<file path="src/hdl/pfu_pkg.sv">
// shared prefetch definitions; addresses are halfword or word granular, fetches are always 32-bit
`default_nettype none

package pfu_pkg;

   // ----------------------------------------------------------------------
   // address widths
   // ----------------------------------------------------------------------

   // halfword address, byte address bits 31:1
   localparam int HADDR_W = 31;

   // word address, byte address bits 31:2
   localparam int WADDR_W = 30;

   // first halfword fetched once reset is released
   localparam logic [HADDR_W-1:0] RESET_HADDR = '0;

   // ----------------------------------------------------------------------
   // opcode classification
   // ----------------------------------------------------------------------

   // kind of opcode handed to the decoder
   // breakpoint wins over fault when both apply to one halfword
   typedef enum logic [1:0] {
      OP_INSTR = 2'd0,
      OP_BKPT  = 2'd1,
      OP_FAULT = 2'd2
   } op_kind_e;

   // special opcode patterns, only meaningful with op_special set
   //   breakpoint  0100_0000_0000_0000
   //   fault       0000_0000_0000_0000
   localparam logic [15:0] BKPT_OPCODE  = 16'h4000;
   localparam logic [15:0] FAULT_OPCODE = 16'h0000;

   // ----------------------------------------------------------------------
   // instruction buffer entry
   // ----------------------------------------------------------------------

   // one fetched word plus its tags, 66 bits
   //   waddr    word address the data came from
   //   data     raw read data, upper half is the higher halfword
   //   err      bus error on the fetch, applies to both halves
   //   bkpt     breakpoint match, bit 1 upper half, bit 0 lower half
   //   skip_lo  branch target was halfword aligned, lower half is dead
   typedef struct packed {
      logic [WADDR_W-1:0] waddr;
      logic [31:0]        data;
      logic               err;
      logic [1:0]         bkpt;
      logic               skip_lo;
   } ibuf_entry_t;

endpackage

`default_nettype wire

</file>
<file path="src/hdl/pfu_if.sv">
// buffer write and read bundles; no clock inside, all signals are sampled on hclk by the modules
`default_nettype none

// ----------------------------------------------------------------------
// write side, fetch generator into word buffer
// ----------------------------------------------------------------------

// credit flow control, one credit per free buffer entry
// the producer never writes without a credit in hand
interface pfu_wr_if;

   // a tagged response word, written on the edge it is valid
   logic                 wr_valid;
   pfu_pkg::ibuf_entry_t wr_entry;

   // branch redirect, empties the buffer on the same edge
   logic                 flush;

   // one pulse per entry popped by the consumer
   logic                 credit_ret;

   modport producer (
      output wr_valid,
      output wr_entry,
      output flush,
      input  credit_ret
   );

   modport buffer (
      input  wr_valid,
      input  wr_entry,
      input  flush,
      output credit_ret
   );

endinterface

// ----------------------------------------------------------------------
// read side, word buffer into opcode issue
// ----------------------------------------------------------------------

// head of the buffer is always visible
// rd_pop only while rd_valid is high
interface pfu_rd_if;

   logic                 rd_valid;
   pfu_pkg::ibuf_entry_t rd_entry;
   logic                 rd_pop;

   modport buffer (
      output rd_valid,
      output rd_entry,
      input  rd_pop
   );

   modport consumer (
      input  rd_valid,
      input  rd_entry,
      output rd_pop
   );

endinterface

`default_nettype wire

</file>
<file path="src/hdl/pfu_fetch_gen.sv">
// fetch producer; bus must answer in grant order, in-flight fetches incl. stale ones <= MAX_OUTST
`default_nettype none

module pfu_fetch_gen #(
   parameter int IBUF_WORDS = 4,
   parameter int MAX_OUTST  = 2
) (
   input  wire                         hclk,
   input  wire                         hreset_n,
   input  wire                         branch_i,
   input  wire [pfu_pkg::HADDR_W-1:0]  branch_target_i,
   output logic                        fetch_req_o,
   output logic [pfu_pkg::WADDR_W-1:0] fetch_addr_o,
   input  wire                         fetch_gnt_i,
   input  wire                         rsp_valid_i,
   input  wire [31:0]                  rsp_rdata_i,
   input  wire                         rsp_err_i,
   input  wire [1:0]                   rsp_bkpt_i,
   pfu_wr_if.producer                  wr
);

   localparam int CW = $clog2(IBUF_WORDS + 1);
   localparam int OW = $clog2(MAX_OUTST + 1);
   localparam int QW = (MAX_OUTST > 1) ? $clog2(MAX_OUTST) : 1;

   // ----------------------------------------------------------------------
   // state
   // ----------------------------------------------------------------------

   // low only in the first cycle out of reset, keeps the request quiet
   logic                        run_q;
   logic [pfu_pkg::WADDR_W-1:0] next_waddr_q;
   // next granted word is a halfword-aligned branch target
   logic                        skip_pend_q;
   logic [CW-1:0]               credits_q;
   // live fetches, their responses go to the buffer
   logic [OW-1:0]               outst_q;
   // fetches issued before a branch, their responses are dropped
   logic [OW-1:0]               stale_q;

   // tag queue of granted words, one slot per live fetch
   logic [QW-1:0]               tq_wp_q;
   logic [QW-1:0]               tq_rp_q;
   logic [pfu_pkg::WADDR_W-1:0] tq_waddr [MAX_OUTST];
   logic                        tq_skip  [MAX_OUTST];

   logic [OW:0]                 inflight;
   logic                        grant;
   logic                        rsp_stale;
   logic                        rsp_live;

   // wrap for a queue depth that need not be a power of two
   function automatic logic [QW-1:0] tq_next(input logic [QW-1:0] ptr);
      return (ptr == QW'(MAX_OUTST - 1)) ? '0 : ptr + 1'b1;
   endfunction

   // ----------------------------------------------------------------------
   // request and response steering
   // ----------------------------------------------------------------------

   assign inflight = {1'b0, outst_q} + {1'b0, stale_q};

   // no request in a branch cycle, the old address is dead
   assign fetch_req_o  = run_q & (credits_q != '0) & (inflight < (OW + 1)'(MAX_OUTST)) &
                         ~branch_i;
   assign fetch_addr_o = next_waddr_q;
   assign grant        = fetch_req_o & fetch_gnt_i;

   // stale responses always come first, they were granted earlier
   assign rsp_stale = rsp_valid_i & (stale_q != '0);
   assign rsp_live  = rsp_valid_i & (stale_q == '0);

   // a response racing a branch is lost with the flush
   assign wr.wr_valid = rsp_live & ~branch_i;
   assign wr.wr_entry = '{waddr:   tq_waddr[tq_rp_q],
                          data:    rsp_rdata_i,
                          err:     rsp_err_i,
                          bkpt:    rsp_bkpt_i,
                          skip_lo: tq_skip[tq_rp_q]};
   assign wr.flush    = branch_i;

   // ----------------------------------------------------------------------
   // counters and fetch address
   // ----------------------------------------------------------------------

   always_ff @(posedge hclk or negedge hreset_n) begin
      if (!hreset_n) begin
         run_q        <= 1'b0;
         next_waddr_q <= pfu_pkg::RESET_HADDR[pfu_pkg::HADDR_W-1:1];
         skip_pend_q  <= pfu_pkg::RESET_HADDR[0];
         credits_q    <= CW'(IBUF_WORDS);
         outst_q      <= '0;
         stale_q      <= '0;
         tq_wp_q      <= '0;
         tq_rp_q      <= '0;
      end else begin
         run_q <= 1'b1;
         if (branch_i) begin
            // restart at the target, buffer is empty after this edge
            next_waddr_q <= branch_target_i[pfu_pkg::HADDR_W-1:1];
            skip_pend_q  <= branch_target_i[0];
            credits_q    <= CW'(IBUF_WORDS);
            outst_q      <= '0;
            // everything still in flight is now stale
            stale_q      <= stale_q + outst_q - OW'(rsp_valid_i);
            tq_wp_q      <= '0;
            tq_rp_q      <= '0;
         end else begin
            if (grant) begin
               next_waddr_q <= next_waddr_q + 1'b1;
               skip_pend_q  <= 1'b0;
               tq_wp_q      <= tq_next(tq_wp_q);
            end
            if (rsp_live) begin
               tq_rp_q <= tq_next(tq_rp_q);
            end
            credits_q <= credits_q - CW'(grant) + CW'(wr.credit_ret);
            outst_q   <= outst_q + OW'(grant) - OW'(rsp_live);
            stale_q   <= stale_q - OW'(rsp_stale);
         end
      end
   end

   // tag payload
   always_ff @(posedge hclk) begin
      if (grant) begin
         tq_waddr[tq_wp_q] <= next_waddr_q;
         tq_skip[tq_wp_q]  <= skip_pend_q;
      end
   end

   // ----------------------------------------------------------------------
   // checks
   // ----------------------------------------------------------------------

   // buffer returns no more credits than were spent
   a_credit_max: assert property (@(posedge hclk) disable iff (!hreset_n)
      credits_q <= CW'(IBUF_WORDS));

   // live plus stale fetches stay within the limit, so the live count does too
   a_outst_max: assert property (@(posedge hclk) disable iff (!hreset_n)
      inflight <= (OW + 1)'(MAX_OUTST));

endmodule

`default_nettype wire

</file>
<file path="src/hdl/pfu_ibuf.sv">
// word FIFO; IBUF_WORDS must be a power of two >= 2, writes are trusted to hold a credit
`default_nettype none

module pfu_ibuf #(
   parameter int IBUF_WORDS = 4
) (
   input  wire      hclk,
   input  wire      hreset_n,
   pfu_wr_if.buffer wr,
   pfu_rd_if.buffer rd
);

   localparam int AW = $clog2(IBUF_WORDS);

   // ----------------------------------------------------------------------
   // storage and pointers
   // ----------------------------------------------------------------------

   // extra msb tells full from empty
   logic [AW:0]          wp_q;
   logic [AW:0]          rp_q;
   pfu_pkg::ibuf_entry_t mem [IBUF_WORDS];

   logic                 empty;
   logic                 full;
   logic                 pop;

   assign empty = (wp_q == rp_q);
   assign full  = (wp_q[AW] != rp_q[AW]) && (wp_q[AW-1:0] == rp_q[AW-1:0]);

   // ignore a pop against an empty buffer
   assign pop   = rd.rd_pop & ~empty;

   // ----------------------------------------------------------------------
   // read side
   // ----------------------------------------------------------------------

   // head entry straight from the array, valid the cycle after its write
   assign rd.rd_valid = ~empty;
   assign rd.rd_entry = mem[rp_q[AW-1:0]];

   // each freed entry goes back to the producer as a credit
   // a pop in a flush cycle is harmless, the producer reloads its credits
   assign wr.credit_ret = pop;

   // ----------------------------------------------------------------------
   // pointer update
   // ----------------------------------------------------------------------

   always_ff @(posedge hclk or negedge hreset_n) begin
      if (!hreset_n) begin
         wp_q <= '0;
         rp_q <= '0;
      end else if (wr.flush) begin
         // branch, drop every entry at once
         wp_q <= '0;
         rp_q <= '0;
      end else begin
         if (wr.wr_valid) begin
            wp_q <= wp_q + 1'b1;
         end
         if (pop) begin
            rp_q <= rp_q + 1'b1;
         end
      end
   end

   // entry payload
   always_ff @(posedge hclk) begin
      if (wr.wr_valid) begin
         mem[wp_q[AW-1:0]] <= wr.wr_entry;
      end
   end

   // ----------------------------------------------------------------------
   // checks
   // ----------------------------------------------------------------------

   // credit accounting in the producer keeps writes away from a full buffer
   a_no_overflow: assert property (@(posedge hclk) disable iff (!hreset_n)
      wr.wr_valid |-> !full);

endmodule

`default_nettype wire

</file>
<file path="src/hdl/pfu_op_issue.sv">
// opcode issue; decoder must not take an opcode in a branch cycle, op_valid_o may drop on a flush
`default_nettype none

module pfu_op_issue (
   input  wire                         hclk,
   input  wire                         hreset_n,
   pfu_rd_if.consumer                  rd,
   output logic                        op_valid_o,
   output logic [15:0]                 op_o,
   output logic                        op_special_o,
   output logic [pfu_pkg::HADDR_W-1:0] op_addr_o,
   input  wire                         op_ready_i
);

   // which half of the head word is offered
   typedef enum logic {
      HALF_LO = 1'b0,
      HALF_HI = 1'b1
   } half_e;

   half_e             half_q;
   half_e             half_sel;
   pfu_pkg::op_kind_e kind;
   logic              bkpt_hit;
   logic              take;

   // ----------------------------------------------------------------------
   // halfword select and classification
   // ----------------------------------------------------------------------

   always_comb begin
      // a halfword-aligned branch target starts on the upper half
      half_sel = half_q;
      if (rd.rd_entry.skip_lo) begin
         half_sel = HALF_HI;
      end

      bkpt_hit = (half_sel == HALF_HI) ? rd.rd_entry.bkpt[1] : rd.rd_entry.bkpt[0];

      // breakpoint over fault over plain instruction
      if (bkpt_hit) begin
         kind = pfu_pkg::OP_BKPT;
      end else if (rd.rd_entry.err) begin
         kind = pfu_pkg::OP_FAULT;
      end else begin
         kind = pfu_pkg::OP_INSTR;
      end

      case (kind)
         pfu_pkg::OP_BKPT:  op_o = pfu_pkg::BKPT_OPCODE;
         pfu_pkg::OP_FAULT: op_o = pfu_pkg::FAULT_OPCODE;
         default: begin
            op_o = (half_sel == HALF_HI) ? rd.rd_entry.data[31:16] : rd.rd_entry.data[15:0];
         end
      endcase
   end

   assign op_special_o = (kind != pfu_pkg::OP_INSTR);
   assign op_addr_o    = {rd.rd_entry.waddr, half_sel == HALF_HI};

   // no added latency, the buffer head is the offered opcode
   assign op_valid_o   = rd.rd_valid;
   assign take         = rd.rd_valid & op_ready_i;

   // word is done once its upper half goes
   assign rd.rd_pop    = take & (half_sel == HALF_HI);

   // ----------------------------------------------------------------------
   // half state
   // ----------------------------------------------------------------------

   always_ff @(posedge hclk or negedge hreset_n) begin
      if (!hreset_n) begin
         half_q <= HALF_LO;
      end else if (!rd.rd_valid) begin
         // empty buffer, next word starts fresh
         half_q <= HALF_LO;
      end else if (take) begin
         half_q <= (half_sel == HALF_LO) ? HALF_HI : HALF_LO;
      end
   end

   // ----------------------------------------------------------------------
   // checks
   // ----------------------------------------------------------------------

   // after a pop the head is the next word of the same stream
   // a flush can not come with a pop, so any new head follows the popped word
   a_pop_next: assert property (@(posedge hclk) disable iff (!hreset_n)
      rd.rd_pop |=> !rd.rd_valid ||
                    (rd.rd_entry.waddr == $past(rd.rd_entry.waddr) + 1'b1));

endmodule

`default_nettype wire

</file>
<file path="src/hdl/pfu_top.sv">
// prefetch unit top; IBUF_WORDS a power of two >= 2, fetch bus returns responses in grant order
`default_nettype none

module pfu_top #(
   parameter int IBUF_WORDS = 4,
   parameter int MAX_OUTST  = 2
) (
   input  wire                         hclk,
   input  wire                         hreset_n,

   // fetch bus, address phase
   output logic                        fetch_req_o,
   output logic [pfu_pkg::WADDR_W-1:0] fetch_addr_o,
   input  wire                         fetch_gnt_i,

   // fetch bus, response phase
   input  wire                         rsp_valid_i,
   input  wire [31:0]                  rsp_rdata_i,
   input  wire                         rsp_err_i,
   input  wire [1:0]                   rsp_bkpt_i,

   // redirect
   input  wire                         branch_i,
   input  wire [pfu_pkg::HADDR_W-1:0]  branch_target_i,

   // decoder side
   output logic                        op_valid_o,
   output logic [15:0]                 op_o,
   output logic                        op_special_o,
   output logic [pfu_pkg::HADDR_W-1:0] op_addr_o,
   input  wire                         op_ready_i
);

   // ----------------------------------------------------------------------
   // internal bundles
   // ----------------------------------------------------------------------

   pfu_wr_if u_wr_if ();
   pfu_rd_if u_rd_if ();

   // ----------------------------------------------------------------------
   // fetch producer, word buffer, opcode issue
   // ----------------------------------------------------------------------

   pfu_fetch_gen #(
      .IBUF_WORDS (IBUF_WORDS),
      .MAX_OUTST  (MAX_OUTST)
   ) u_fetch_gen (
      .hclk            (hclk),
      .hreset_n        (hreset_n),
      .branch_i        (branch_i),
      .branch_target_i (branch_target_i),
      .fetch_req_o     (fetch_req_o),
      .fetch_addr_o    (fetch_addr_o),
      .fetch_gnt_i     (fetch_gnt_i),
      .rsp_valid_i     (rsp_valid_i),
      .rsp_rdata_i     (rsp_rdata_i),
      .rsp_err_i       (rsp_err_i),
      .rsp_bkpt_i      (rsp_bkpt_i),
      .wr              (u_wr_if.producer)
   );

   pfu_ibuf #(
      .IBUF_WORDS (IBUF_WORDS)
   ) u_ibuf (
      .hclk     (hclk),
      .hreset_n (hreset_n),
      .wr       (u_wr_if.buffer),
      .rd       (u_rd_if.buffer)
   );

   pfu_op_issue u_op_issue (
      .hclk         (hclk),
      .hreset_n     (hreset_n),
      .rd           (u_rd_if.consumer),
      .op_valid_o   (op_valid_o),
      .op_o         (op_o),
      .op_special_o (op_special_o),
      .op_addr_o    (op_addr_o),
      .op_ready_i   (op_ready_i)
   );

endmodule

`default_nettype wire

</file>
<file path="config.mk">
export PLATFORM = sky130hd
export DESIGN_NAME = pfu_top
export DESIGN_NICKNAME = d
export VERILOG_FILES = /design/src/hdl/pfu_pkg.sv /design/src/hdl/pfu_if.sv /design/src/hdl/pfu_fetch_gen.sv /design/src/hdl/pfu_ibuf.sv /design/src/hdl/pfu_op_issue.sv /design/src/hdl/pfu_top.sv
export SDC_FILE = /design/constraint.sdc
export NUM_CORES = 1
export LEC_CHECK = 0
export ABC_AREA = 1
export BUFFER_PORTS_ARGS = -buffer_cell sky130_fd_sc_hd__buf_2
export CORE_MARGIN = 1
export CORE_UTILIZATION = 54
export DETAILED_ROUTE_END_ITERATION = 8
export HOLD_SLACK_MARGIN = 0.15
export MAX_ROUTING_LAYER = met4
export PLACE_DENSITY_LB_ADDON = 0.12
export SLEW_MARGIN = 5
export SYNTH_ARGS = -nofsm -noshare
export SYNTH_HDL_FRONTEND = slang
export SYNTH_HIERARCHICAL = 1
export SYNTH_SLANG_ARGS = --single-unit
export TNS_END_PERCENT = 100
</file>
<file path="constraint.sdc">
create_clock -name hclk -period 3.2 [get_ports hclk]
set_clock_uncertainty 0.05 [all_clocks]
set_input_delay 0.16 -clock hclk [delete_from_list [all_inputs] [get_ports hclk]]
set_output_delay 0.16 -clock hclk [all_outputs]
set_load 0.03 [all_outputs]
</file>
==> results.md <==
- Status: complete, no violations
- Rel. slew slack: between 30% and 40%
- Crit path buf inv count: 2
- Share of the yosys chip area belonging to registers: around two thirds
- Worst IR drop on VDD: between 0.4 and 0.5 mV
- Yosys cell types: 40
- Total power: 12.83 mW
- CP Class: reg2out
- Max clock buf depth: 3
- Avg WL per Cell: between 15 and 20 um
- Leakage: approximately 7.6 nW
- Routed Antenna Nets: 0
- DRC violations left: 0
- Die span in x: between 150 and 200 um
- Syn avg cell area: around 11 um2
- Synth area leaders: edfxtp_1, dfrtp_1, nand2_1
- Port-buffer cells: about 150
- Cell taking the most area after synthesis: edfxtp_1
- Pre-CTS setup slack: just over 0.4 ns
- Crit. End Element: output pin
- DRT met1 WL: between 10000 and 15000 um
- First-pass GRT wire length: about 55000 um
- Nets: roughly 1700
- Data required, critical path: between 2 and 3 ns
- CP Max Fanout: between 70 and 80
- Post-Route WL: approximately 35000 um
- Area growth syn-to-layout: 16.44%
- PD cells: approximately 670 mW/mm2
- Number of fill cells: roughly 2300
- Post-Route Utilization: about 64%
- Diode count: 0
- Number of synthesized flops with an enable pin: roughly 330
- Max-Cap Viols: 0
- Worst min path class: in2async
- RSZ-0062 raised after global routing: no
- CTS tree: built
- Fmax: around 340 MHz
- Root Driver: clkbuf_16
- Synth Warn #: 6
- CP max stage delay: 0.65 ns
- Gpl congestion: approximately 0.84
- Final HPWL from detailed placement: around 21000 um
- Postcts setup bufs: 0
- Largest delay contributor family on the critical path: buffers and inverters
- Fin. Hold Viols: 0
- # IOs: 152
- Vias in the first global route: 10450
- Setup TNS: 0 ns
- Core area: around 0.03 mm2
- Effective utilization at floorplan: 55.10%
- Proportion of layout cells with a drive suffix above 1: 17.01%
- Syn Nets: about 1600
- Most frequent cell after synthesis: edfxtp_1
- Via density: 5.276
- Highest metal used: met4
- H-tree depth: 2
- CTS buffer count: 40
- Top post-synthesis cells by count: edfxtp_1, nand2_1, nor2_1
- Skew-Pair Late Insertion Delay: between 0.5 and 0.6 ns
- Met3 WL: about 2000 um
- DR WL met2: roughly 17000 um
- Setup ws final: about 0.25 ns
- TritonRoute pass-1 iters: 5
- GRT Util Overall: 23.31%
- Arr. time, crit path: around 2.7 ns
- Vert. Die Dim: roughly 180 um
- Ys flop type: edfxtp_1
- Initial antenna violation count: 0
- # setup viols final: 0
- Top-area cell type share of the netlist area: 59.63%
- Asr flop ratio synth: 12.83%
- Slowest stage cell, crit path: buf_4
- Grt ovf: 0
- Via count: around 11000
- Fin. max-slew vios: 0
- Worst Tran Pin Value: 1.009 ns
- Syn Std Cell Area: about 0.016 mm2
- Min Tclk post-route: just under 3 ns
- Crit share post-route: 92.17%
- Synthesized flop and latch total: about 370
- # rows: 63
- Total clock sinks: between 300 and 400
- Clock slew at reported path FFs: 0.06 ns
- CP cell instances: buf_4 > o21ai_0 > o22ai_1 > nand2_4 > nand3_4 > nor2_1 > buf_2
- Mapped Cells: approximately 1500
- Crit start category: flop
- Initial DRC count: 700
- Largest net degree at the start of global routing: 97
- Die area: between 0.03 and 0.04 mm2
## registers in the layout (all words and copies together), names as in the netlist, 2 cells and up
signal,count
u_fetch_gen/credits_q,3
u_fetch_gen/fetch_addr_o,30
u_fetch_gen/outst_q,2
u_fetch_gen/stale_q,2
u_fetch_gen/tq_skip,2
u_fetch_gen/tq_waddr,60
u_ibuf/mem,264
u_ibuf/rp_q,3
u_ibuf/wp_q,3
## final cells by class
type | instances | area [um2] | share of cell area [%]
Tap cell | 390 | 488.0 | 2.553
Timing Repair Buffer | 254 | 1808 | 9.458
Clock buffer | 56 | 1165 | 6.094
Clock inverter | 17 | 168.9 | 0.8836
Sequential cell | 374 | 11000 | 57.53
Multi-Input combinational cell | 854 | 4090 | 21.40
Inverter | 103 | 399.1 | 2.088
## worst reg2reg max path, delay by kind of cell (launching register included)
kind	cells	cell delay, ns
AND/OR/NAND/NOR	6	0.81
adder cells (fa/ha/maj)	4	1.16
flip-flops	1	0.40
buffers and inverters	5	0.32
## per-stage QoR
stage / area (um2) / instances / hold slack [ns]
CTS: 19110 / 2048 / 0.2218
finish: 19120 / 2048 / 0.2166
global placement: 16980 / 1895 / 0.2243
floorplan: 16420 / 1462 / -0.1856
detailed placement: 16980 / 1895 / 0.2214
global route: 19120 / 2048 / 0.2613
## path summary, 6_finish.rpt
kind / startpoint / end / slack, ns / cells past startpoint
worst max register to register: u_fetch_gen/outst_q[0] / u_fetch_gen/credits_q[2] / 0.38 / 15
worst max-delay path: u_ibuf/rp_q[0] / op_o[0] / 0.25 / 7
max in group asynchronous: hreset_n / u_fetch_gen/fetch_addr_o[21] / 2.10 / 3
min in group hclk: rsp_rdata_i[3] / u_ibuf/mem[0][7] / 0.34 / 2
worst min register to register: u_fetch_gen/skip_pend_q / u_fetch_gen/tq_skip[1] / 0.48 / 0
worst min-delay path: hreset_n / u_fetch_gen/stale_q[0] / 0.22 / 2
## report_power, final
| group | internal [mW] | total (mW) | switching [mW] |
|---|---|---|---|
| Clock | 2.79 | 4.58 | 1.79 |
| Combinational | 0.683 | 2.15 | 1.47 |
| Sequential | 5.83 | 6.11 | 0.280 |
| Total | 9.30 | 12.8 | 3.54 |
## routing by layer
layer | track usage [%] | vias up
met4 | 7.292 | 0
li1 | - | 5248
met1 | 29.17 | 5156
met3 | 3.230 | 65
met5 | - | -
met2 | 39.42 | 337
## cell families (layout without fill, tap and decap cells)
family,Yosys count,in the layout,share of synthesized area (%)
and+or+nand+nor,596,596,15.16
buffers and inverters,234,430,8.163
AOI/OAI and AO/OA,227,227,7.644
DFF,374,374,66.95
xor gates and xnor gates,14,14,0.7469
adders and majority gates,16,16,1.311
other,1,1,0.02284
## repair_timing
item	4_1_cts	5_1_grt
endpoints found under the hold margin	207	0
endpoints found under the setup margin	0	10
hold buffers	80	0
resized for setup	0	1
## cell usage in the layout (no fill, tap or decap), types with 5 or more instances in the layout
cell           count
edfxtp_1         326
nand2_1          269
nor2_1           221
buf_2            151
o21ai_0          128
inv_1             93
dlygate4sd3_1     80
o22ai_1           66
nand3_1           64
dfrtp_1           45
clkbuf_16         43
buf_4             16
nor2_2            16
o21ai_1           15
ha_1              14
clkbuf_1           9
xnor2_1            9
o21bai_1           9
clkinv_2           7
inv_2              7
buf_12             6
clkinv_1           5
nor2_4             5
xor2_1             5
Power figures use the tool's default switching activity.
